**config.mk**
```make
export PLATFORM = sky130hd
export DESIGN_NAME = tcp_rx_top
export DESIGN_NICKNAME = d
export VERILOG_FILES = /design/src/source/tcp_rx_pkg.sv /design/src/source/tcp_rx_top.sv /design/src/source/tcp_result_collect.sv /design/src/source/tcp_hdr_parser.sv /design/src/source/tcp_seg_dispatch.sv
export SDC_FILE = /design/constraint.sdc
export NUM_CORES = 2
export LEC_CHECK = 0
export BUFFER_PORTS_ARGS = -buffer_cell sky130_fd_sc_hd__buf_2
export CORE_ASPECT_RATIO = 1.1
export CORE_MARGIN = 2
export CORE_UTILIZATION = 55
export CTS_CLUSTER_DIAMETER = 40
export CTS_CLUSTER_SIZE = 14
export DETAILED_ROUTE_END_ITERATION = 16
export PLACE_DENSITY = 0.72
export SLEW_MARGIN = 20
export SYNTH_ARGS = -nofsm -noshare
export SYNTH_HDL_FRONTEND = slang
export SYNTH_SLANG_ARGS = --single-unit
export TNS_END_PERCENT = 10
```
**constraint.sdc**
```tcl
create_clock -name clk -period 47.8 [get_ports clk]
set_input_delay 9.56 -clock clk [delete_from_list [all_inputs] [get_ports clk]]
set_output_delay 9.56 -clock clk [all_outputs]
set_load 0.005 [all_outputs]
```
**src/source/tcp_rx_pkg.sv**
```systemverilog
`default_nettype none

package tcp_rx_pkg;

  // lane rotation
  localparam int LANE_COUNT = 4;
  localparam int LANE_IDX_W = 2;

  // fixed header geometry, bytes
  localparam int MIN_HDR_LEN = 20;
  localparam int OFFSET_POS  = 12;

  typedef enum logic [7:0] {
    OPT_END       = 8'd0,
    OPT_NOP       = 8'd1,
    OPT_MSS       = 8'd2,
    OPT_WSCALE    = 8'd3,
    OPT_SACK_PERM = 8'd4,
    OPT_SACK      = 8'd5,
    OPT_TIMESTAMP = 8'd8
  } tcp_opt_kind_e;

  // option walker, one byte per state step
  typedef enum logic [1:0] {
    opt_kind,
    opt_len,
    opt_data,
    opt_done
  } opt_state_e;

  // one byte of the TCP part of an IPv4 packet
  typedef struct packed {
    logic [7:0]  d;
    logic        sof;
    logic        eof;
    logic        err;
    // TCP length from the IPv4 header, valid with sof
    logic [15:0] seg_len;
  } tcp_byte_t;

  typedef struct packed {
    logic [15:0] src_port;
    logic [15:0] dst_port;
    logic [31:0] seq_num;
    logic [31:0] ack_num;
    // NS then CWR down to FIN
    logic [8:0]  flags;
    logic [15:0] win_size;
    logic [5:0]  hdr_len;
    logic [15:0] payload_len;
    logic        mss_pres;
    logic [15:0] mss;
    logic        wscale_pres;
    logic [7:0]  wscale;
    logic        sack_perm_pres;
    logic        sack_pres;
    logic [2:0]  sack_blocks;
    logic        ts_pres;
    logic [31:0] ts_val;
    logic [31:0] ts_echo;
    logic        err;
  } tcp_seg_info_t;

endpackage

`default_nettype wire
```
**src/source/tcp_rx_top.sv**
```systemverilog
`timescale 1ns/100ps
`default_nettype none

module tcp_rx_top (
  input  logic                      clk,
  input  logic                      fsm_rst,
  input  tcp_rx_pkg::tcp_byte_t     in_beat,
  input  logic                      in_valid,
  input  logic [15:0]               local_port,
  input  logic                      out_ack,
  output logic                      in_ready,
  output tcp_rx_pkg::tcp_seg_info_t out_info,
  output logic                      out_req
);
  import tcp_rx_pkg::*;

  tcp_byte_t             lane_beat [LANE_COUNT];
  logic [LANE_COUNT-1:0] lane_valid;
  logic [LANE_COUNT-1:0] lane_busy;
  tcp_seg_info_t         res_info [LANE_COUNT];
  logic [LANE_COUNT-1:0] res_hit;
  logic [LANE_COUNT-1:0] res_valid;
  logic [LANE_COUNT-1:0] res_take;

  tcp_seg_dispatch u_dispatch (
    .clk        (clk),
    .fsm_rst    (fsm_rst),
    .in_beat    (in_beat),
    .in_valid   (in_valid),
    .lane_busy  (lane_busy),
    .in_ready   (in_ready),
    .lane_beat  (lane_beat),
    .lane_valid (lane_valid)
  );

  // one parser per lane, filled and drained in the same rotation
  for (genvar i = 0; i < LANE_COUNT; i++) begin : g_lane
    tcp_hdr_parser u_parser (
      .clk        (clk),
      .fsm_rst    (fsm_rst),
      .beat       (lane_beat[i]),
      .valid      (lane_valid[i]),
      .local_port (local_port),
      .take       (res_take[i]),
      .busy       (lane_busy[i]),
      .info       (res_info[i]),
      .hit        (res_hit[i]),
      .info_valid (res_valid[i])
    );
  end

  tcp_result_collect u_collect (
    .clk       (clk),
    .fsm_rst   (fsm_rst),
    .res_info  (res_info),
    .res_hit   (res_hit),
    .res_valid (res_valid),
    .out_ack   (out_ack),
    .res_take  (res_take),
    .out_info  (out_info),
    .out_req   (out_req)
  );

endmodule

`default_nettype wire

```
**src/source/tcp_result_collect.sv**
```systemverilog
`timescale 1ns/100ps
`default_nettype none

module tcp_result_collect (
  input  logic                              clk,
  input  logic                              fsm_rst,
  input  tcp_rx_pkg::tcp_seg_info_t         res_info [tcp_rx_pkg::LANE_COUNT],
  input  logic [tcp_rx_pkg::LANE_COUNT-1:0] res_hit,
  input  logic [tcp_rx_pkg::LANE_COUNT-1:0] res_valid,
  input  logic                              out_ack,
  output logic [tcp_rx_pkg::LANE_COUNT-1:0] res_take,
  output tcp_rx_pkg::tcp_seg_info_t         out_info,
  output logic                              out_req
);
  import tcp_rx_pkg::*;

  // four-phase output handshake
  typedef enum logic [1:0] {
    idle,
    req_hi,
    wait_ack_lo
  } hs_state_e;

  hs_state_e             st;
  logic [LANE_IDX_W-1:0] ptr;
  logic [LANE_IDX_W-1:0] ptr_nxt;
  logic                  load;

  assign ptr_nxt = (ptr == LANE_IDX_W'(LANE_COUNT - 1)) ? '0 : ptr + 1'b1;
  assign load    = (st == idle) && res_valid[ptr] && res_hit[ptr];
  assign out_req = (st == req_hi);

  always_comb begin
    res_take = '0;
    case (st)
      // a port miss is dropped and the pointer moves on
      idle:    res_take[ptr] = res_valid[ptr] && !res_hit[ptr];
      req_hi:  res_take[ptr] = out_ack;
      default: ;
    endcase
  end

  always_ff @(posedge clk) begin
    if (fsm_rst) begin
      st  <= idle;
      ptr <= '0;
    end else begin
      case (st)
        idle: begin
          if (res_valid[ptr]) begin
            if (res_hit[ptr]) st <= req_hi;
            else ptr <= ptr_nxt;
          end
        end
        req_hi: begin
          if (out_ack) begin
            st  <= wait_ack_lo;
            ptr <= ptr_nxt;
          end
        end
        wait_ack_lo: begin
          if (!out_ack) st <= idle;
        end
        default: st <= idle;
      endcase
    end
  end

  always_ff @(posedge clk) begin
    if (load) out_info <= res_info[ptr];
  end

  // the source lane holds the presented result until it is taken
  a_info_held: assert property (
    @(posedge clk) disable iff (fsm_rst)
    out_req |-> (res_valid[ptr] && (res_info[ptr] === out_info))
  );

endmodule

`default_nettype wire

```
**src/source/tcp_hdr_parser.sv**
```systemverilog
`timescale 1ns/100ps
`default_nettype none

module tcp_hdr_parser (
  input  logic                      clk,
  input  logic                      fsm_rst,
  input  tcp_rx_pkg::tcp_byte_t     beat,
  input  logic                      valid,
  input  logic [15:0]               local_port,
  input  logic                      take,
  output logic                      busy,
  output tcp_rx_pkg::tcp_seg_info_t info,
  output logic                      hit,
  output logic                      info_valid
);
  import tcp_rx_pkg::*;

  logic                        receiving;
  logic                        acc;
  logic [15:0]                 byte_cnt;
  logic [15:0]                 idx;
  logic [15:0]                 seg_len_q;
  logic [15:0]                 seg_len_cur;
  logic [MIN_HDR_LEN-2:0][7:0] hdr_sr;
  logic [MIN_HDR_LEN-1:0][7:0] hdr_word;
  logic                        hdr_last;
  logic [3:0]                  offset_q;
  logic [15:0]                 hdr_end;
  logic [15:0]                 dst_now;
  opt_state_e                  opt_st;
  opt_state_e                  opt_nxt;
  tcp_opt_kind_e               cur_kind;
  logic [7:0]                  opt_remain;
  logic [55:0]                 opt_sr;
  logic [63:0]                 opt_word;
  logic                        opt_active;
  logic                        opt_bad;
  logic                        opt_commit;
  logic                        err_q;
  logic                        err_now;

  assign acc         = valid && (receiving || beat.sof);
  assign idx         = beat.sof ? 16'd0 : byte_cnt;
  assign seg_len_cur = beat.sof ? beat.seg_len : seg_len_q;

  // byte 0 lands in the top element, the current byte in element 0
  assign hdr_word = {hdr_sr, beat.d};
  assign hdr_last = acc && (idx == 16'(MIN_HDR_LEN - 1));
  assign hdr_end  = {10'd0, offset_q, 2'b00};
  assign dst_now  = hdr_last ? {hdr_word[17], hdr_word[16]} : info.dst_port;
  assign opt_word = {opt_sr, beat.d};

  assign opt_active = acc && (idx >= 16'(MIN_HDR_LEN)) && (idx < hdr_end)
                      && (opt_st != opt_done);

  always_comb begin
    opt_nxt    = opt_st;
    opt_bad    = 1'b0;
    opt_commit = 1'b0;
    case (opt_st)
      opt_kind: begin
        case (beat.d)
          OPT_END: opt_nxt = opt_done;
          OPT_NOP: opt_nxt = opt_kind;
          default: begin
            // a kind needing a length on the last header byte
            if (idx == hdr_end - 16'd1) begin
              opt_bad = 1'b1;
              opt_nxt = opt_done;
            end else begin
              opt_nxt = opt_len;
            end
          end
        endcase
      end
      opt_len: begin
        // last option byte sits at idx + len - 2
        if ((beat.d < 8'd2) || (idx + {8'd0, beat.d} - 16'd2 >= hdr_end)) begin
          opt_bad = 1'b1;
          opt_nxt = opt_done;
        end else if (beat.d == 8'd2) begin
          opt_nxt = opt_kind;
        end else begin
          opt_nxt = opt_data;
        end
      end
      opt_data: begin
        if (opt_remain == 8'd1) begin
          opt_commit = 1'b1;
          opt_nxt    = opt_kind;
        end
      end
      default: ;
    endcase
  end

  assign err_now = acc && (beat.err
                   || (hdr_last && (offset_q < 4'd5))
                   || (opt_active && opt_bad)
                   || (beat.eof && ((idx + 16'd1 != seg_len_cur)
                                    || (idx < 16'(MIN_HDR_LEN - 1)))));

  always_ff @(posedge clk) begin
    if (fsm_rst) begin
      receiving  <= 1'b0;
      busy       <= 1'b0;
      info_valid <= 1'b0;
      err_q      <= 1'b0;
      opt_st     <= opt_done;
    end else begin
      if (take) begin
        busy       <= 1'b0;
        info_valid <= 1'b0;
      end
      if (acc) begin
        receiving <= !beat.eof;
        err_q     <= beat.sof ? err_now : (err_q || err_now);
        if (beat.sof) busy <= 1'b1;
        if (beat.eof) info_valid <= 1'b1;
        if (beat.sof) opt_st <= opt_done;
        else if (hdr_last) opt_st <= opt_kind;
        else if (opt_active) opt_st <= opt_nxt;
      end
    end
  end

  always_ff @(posedge clk) begin
    if (acc) begin
      byte_cnt <= idx + 16'd1;
      if (beat.sof) begin
        seg_len_q           <= beat.seg_len;
        info.mss_pres       <= 1'b0;
        info.wscale_pres    <= 1'b0;
        info.sack_perm_pres <= 1'b0;
        info.sack_pres      <= 1'b0;
        info.sack_blocks    <= 3'd0;
        info.ts_pres        <= 1'b0;
      end
      if (idx < 16'(MIN_HDR_LEN - 1)) hdr_sr <= {hdr_sr[MIN_HDR_LEN-3:0], beat.d};
      if (idx == 16'(OFFSET_POS)) offset_q <= beat.d[7:4];
      if (hdr_last) begin
        info.src_port <= {hdr_word[19], hdr_word[18]};
        info.dst_port <= {hdr_word[17], hdr_word[16]};
        info.seq_num  <= hdr_word[15:12];
        info.ack_num  <= hdr_word[11:8];
        info.flags    <= {hdr_word[7][0], hdr_word[6]};
        info.win_size <= hdr_word[5:4];
      end
      if (opt_active) begin
        case (opt_st)
          opt_kind: begin
            cur_kind <= tcp_opt_kind_e'(beat.d);
            if (beat.d == OPT_SACK_PERM) info.sack_perm_pres <= 1'b1;
          end
          opt_len: begin
            opt_remain <= beat.d - 8'd2;
            // only presence and block count of SACK are kept
            if (cur_kind == OPT_SACK && !opt_bad) begin
              info.sack_pres   <= 1'b1;
              info.sack_blocks <= 3'((beat.d - 8'd2) >> 3);
            end
          end
          opt_data: begin
            opt_sr     <= opt_word[55:0];
            opt_remain <= opt_remain - 8'd1;
            if (opt_commit) begin
              case (cur_kind)
                OPT_MSS: begin
                  info.mss_pres <= 1'b1;
                  info.mss      <= opt_word[15:0];
                end
                OPT_WSCALE: begin
                  info.wscale_pres <= 1'b1;
                  info.wscale      <= opt_word[7:0];
                end
                OPT_TIMESTAMP: begin
                  info.ts_pres <= 1'b1;
                  info.ts_val  <= opt_word[63:32];
                  info.ts_echo <= opt_word[31:0];
                end
                default: ;
              endcase
            end
          end
          default: ;
        endcase
      end
      if (beat.eof) begin
        info.hdr_len     <= hdr_end[5:0];
        info.payload_len <= seg_len_cur - hdr_end;
        info.err         <= (err_q && !beat.sof) || err_now;
        hit              <= (dst_now == local_port);
      end
    end
  end

  // the dispatcher must wait for the drain before reusing this lane
  a_no_sof_on_result: assert property (
    @(posedge clk) disable iff (fsm_rst)
    (valid && beat.sof) |-> !info_valid
  );

endmodule

`default_nettype wire

```
**src/source/tcp_seg_dispatch.sv**
```systemverilog
`timescale 1ns/100ps
`default_nettype none

module tcp_seg_dispatch (
  input  logic                              clk,
  input  logic                              fsm_rst,
  input  tcp_rx_pkg::tcp_byte_t             in_beat,
  input  logic                              in_valid,
  input  logic [tcp_rx_pkg::LANE_COUNT-1:0] lane_busy,
  output logic                              in_ready,
  output tcp_rx_pkg::tcp_byte_t             lane_beat [tcp_rx_pkg::LANE_COUNT],
  output logic [tcp_rx_pkg::LANE_COUNT-1:0] lane_valid
);
  import tcp_rx_pkg::*;

  logic [LANE_IDX_W-1:0] ptr;
  logic [LANE_IDX_W-1:0] ptr_nxt;
  logic                  in_seg;
  logic                  xfer;

  assign ptr_nxt = (ptr == LANE_IDX_W'(LANE_COUNT - 1)) ? '0 : ptr + 1'b1;

  // between segments the next lane must be free before a sof may pass
  assign in_ready = in_seg || !lane_busy[ptr];
  assign xfer     = in_valid && in_ready;

  always_comb begin
    for (int i = 0; i < LANE_COUNT; i++) begin
      if (ptr == LANE_IDX_W'(i)) begin
        lane_beat[i]  = in_beat;
        lane_valid[i] = xfer;
      end else begin
        // idle lanes see a quiet bus
        lane_beat[i]  = '0;
        lane_valid[i] = 1'b0;
      end
    end
  end

  always_ff @(posedge clk) begin
    if (fsm_rst) begin
      ptr    <= '0;
      in_seg <= 1'b0;
    end else if (xfer) begin
      if (in_beat.eof) begin
        // single-beat segments also move the pointer
        in_seg <= 1'b0;
        ptr    <= ptr_nxt;
      end else if (in_beat.sof) begin
        in_seg <= 1'b1;
      end
    end
  end

  // a lane still holding a result never gets a new segment
  a_no_sof_to_busy: assert property (
    @(posedge clk) disable iff (fsm_rst)
    (in_valid && in_beat.sof) |-> ((lane_valid & lane_busy) == '0)
  );

endmodule

`default_nettype wire

```
==> impl_metrics.tcl <==
set metrics [dict create \
    grt-ovfl-total 0 \
    syn-instance-count 5022 \
    drive_gt1_share_pct 18.5 \
    total_power_mw 4.17 \
    gp_congestion 0.920 \
    finalCritPeriodShare_pct 31.1 \
    r2r_slack_ns 41.02 \
    dp_cells 7342 \
    cp_cell_sequence "buf_2 > buf_4 > nand2_2 > buf_4 > nand2_1 > ha_1 > inv_1 > ha_1 > inv_1 > fa_1 > nor2b_1 > o31a_1 > a21oi_1 > ha_1 > a21oi_1 > o221ai_1 > a211oi_1 > nand4_1 > a211oi_1 > nand4_1 > nor4_1 > nand2_1 > a211o_1 > mux2_1" \
    crit_required_ns 48.43 \
    antenna_found_initial 9 \
    ys_seq_elements 2265 \
    via_count 46600 \
    drc 0 \
    clk_pin_slew_ns 0.06 \
    placementRows 155 \
    post-cts-setup-buffers 0 \
    cts_sinks 2265 \
    maxCapViolCount 0 \
    dr.pass1.iters 6 \
    n_fill_cell 11200 \
    crit_buf_inv 5 \
    grt_max_degree 156 \
    pre_cts_ws_ns 32.23 \
    finalSetupViolCount 0 \
    path_max_fanout 45 \
    numCtsBuffers 237 \
    syn2layout_area_growth_pct 13.4 \
    start_util_pct 55.3 \
    hold_viol 0 \
    r2r_cells 25 \
    final_antenna_net_count 0 \
    grt_setup_unrepaired "no" \
    h-tree-depth 4 \
    skew_ns 0.0722 \
    fin_ws_ns 32.93 \
    tightest_slew_ns 1.18 \
    ir_drop_mv 0.0350 \
    grt_first_pass_wirelength_mm 316 \
    start_kind "input pin" \
    holdCritStartpoint "g_lane[1].u_parser.hdr_sr[53]" \
    hp-class "reg2reg" \
    status "finished, final reports clean" \
    via_per_inst 6.01 \
    synth_ff_type "edfxtp_1" \
    ctsHoldBuffers 0 \
    worst_setup_path_end_kind "flop" \
    synth_warnings 0 \
    grt_pass1_vias 46700 \
    slew_violations 0 \
    cts_resized 0 \
    cts-root-buf "clkbuf_16" \
    synth_cell_types 96 \
    async_flop_share_pct 0 \
    holdPathEnd "g_lane[1].u_parser.hdr_sr[61]" \
    path_class "in2reg" \
    slew_headroom_pct 20.6 \
    dp_hpwl_mm 137 \
    routedWlPerCell_um 27.9 \
    setup_tns_ns 0 \
    stdcell_count 7751 \
    synth_area_sq_mm 0.0897 \
    crit_top_cell "ha_1" \
    pin_count 289 \
    nets 5733 \
    power.density_mw_per_mm2 41.0 \
    synth_edf_count 2234 \
    syn_area_per_cell_sq_um 17.9 \
    fp.dieW_um 389 \
    ys_seq_area_share_pct 75.5 \
    hold_depth 0 \
    crit_cells 24 \
    worst_r2r_endpoint "g_lane[0].u_parser.info[67]" \
    grt_usage_pct 26.1 \
    power_leakage_nw 34.6 \
    port_buffers 286 \
    clock_insertion_delay_worst_skew_ns 0.89 \
    regToRegStartpoint "u_dispatch.ptr[0]" \
    drt_iter0_drc 5050 \
    wl_mm 217 \
    die-height_um 427 \
    path_delay_family "simple AND/OR/NAND/NOR gates" \
    die_area_sq_mm 0.166 \
    slowest_delay_ns 0.86 \
    max_freq_mhz 67.2 \
    core_area_sq_mm 0.162 \
    arrival_ns 15.50 \
    slowest_stage "nor4_1" \
    cts_tree "yes" \
    fin_crit_ns 14.87 \
    clk_path_buf_depth 3 \
]
## synth_stat cells, types with 10 or more instances
cell type | count | share of area (%)
o211ai_1 | 14 | 0.12
clkbuf_1 | 108 | 0.45
nor2_1 | 179 | 0.75
dfxtp_1 | 31 | 0.69
nor4_1 | 55 | 0.38
or4_1 | 13 | 0.11
o21ai_0 | 83 | 0.46
o21bai_1 | 10 | 0.084
buf_1 | 38 | 0.16
inv_1 | 248 | 1.0
a31oi_1 | 18 | 0.13
a21o_1 | 30 | 0.25
xor2_1 | 133 | 1.3
nand3_1 | 68 | 0.38
and3_1 | 31 | 0.22
a21oi_1 | 151 | 0.84
ha_1 | 216 | 3.0
nand4_1 | 47 | 0.33
nand2_1 | 287 | 1.2
mux2_2 | 12 | 0.15
nor3_1 | 76 | 0.42
edfxtp_1 | 2234 | 75
nor2b_1 | 30 | 0.21
or3_1 | 15 | 0.10
xnor2_1 | 209 | 2.0
o21a_1 | 19 | 0.16
nor3b_1 | 22 | 0.18
mux4_2 | 241 | 6.1
nand2b_1 | 26 | 0.18
nor4b_1 | 14 | 0.14
and2_1 | 42 | 0.29
a211oi_1 | 19 | 0.16
mux2i_1 | 82 | 0.92
## layer usage
layer  vias up  GRT usage (%)  share of wire (%)
met4         0           10.2                3.8
met1     23700           34.6                 39
li1      20400              -                  -
met2      2146           43.9                 50
met3       399           4.20                7.2
met5         -              0                  0
## registers in the layout (all words and copies together) (netlist names), 8 cells and up
register and count:
g_lane.u_parser.seg_len_q 64, g_lane.u_parser.hdr_sr 608, g_lane.u_parser.opt_st 8, g_lane.u_parser.info 952, g_lane.u_parser.offset_q 16, g_lane.u_parser.opt_sr 224
g_lane.u_parser.opt_remain 32, u_collect.out_info 238, g_lane.u_parser.cur_kind 32, g_lane.u_parser.byte_cnt 64
## per-stage QoR
stage                     cell area (sq um)  hold slack [ns]  utilization (%)
after floorplan                       89700            0.400                -
after global placement                93900            0.400             57.9
after detailed placement              93900            0.405             57.9
after CTS                            102000            0.375             62.7
after global routing                 102000            0.385             62.7
final                                102000            0.384             62.7
## kinds of logic after synthesis
logic type,share of synthesized area [%]
xor+xnor,3.37
simple gates,5.42
fa+ha+maj,3.21
mux,7.19
compound gates,3.54
flops,75.5
other cells,0.00418
buf+inv,1.75
## cell type report
type | count | area (sq um) | area share (%)
sequential | 2265 | 67700 | 66.6
multi-input combinational | 2350 | 20500 | 20.2
clock buffer | 258 | 6050 | 5.95
tap | 2119 | 2650 | 2.61
timing repair buffer | 359 | 2030 | 2.00
clock inverter | 144 | 1720 | 1.69
inverter | 249 | 935 | 0.919
antenna | 7 | 17.5 | 0.0172
## placed cells by master (no fill, tap or decap), types with 37 or more instances in the layout
cell	instances
mux4_2	241
nand4_1	47
a21oi_1	151
mux2i_1	82
buf_2	286
nor4_1	55
xnor2_1	209
o21ai_0	83
buf_4	69
nand3_1	68
nor2_1	172
nand2_1	283
xor2_1	133
clkbuf_16	238
nor3_1	74
edfxtp_1	2234
ha_1	216
inv_1	246
and2_1	37
## how the worst max path moves through the flow
stage | startpoint | endpoint | slack, ns
2_1_floorplan | in_beat[18] | g_lane[1].u_parser.info[10] | 26.31
3_3_place_gp | in_beat[18] | g_lane[0].u_parser.info[66] | 32.28
3_5_place_dp | in_beat[18] | g_lane[0].u_parser.info[67] | 32.23
4_1_cts | in_beat[18] | g_lane[0].u_parser.info[67] | 33.15
5_1_grt | in_beat[18] | g_lane[0].u_parser.info[67] | 32.69
6_report | in_beat[18] | g_lane[0].u_parser.info[67] | 32.93
## power breakdown
| group | leakage (nW) | internal, mW | switching (mW) |
|---|---|---|---|
| registers | 20.6 | 2.18 | 0.0113 |
| clock network | 3.76 | 1.02 | 0.795 |
| logic | 10.2 | 0.0581 | 0.0997 |
| total | 34.6 | 3.26 | 0.906 |
No activity file was read; power rests on OpenSTA's default activity.
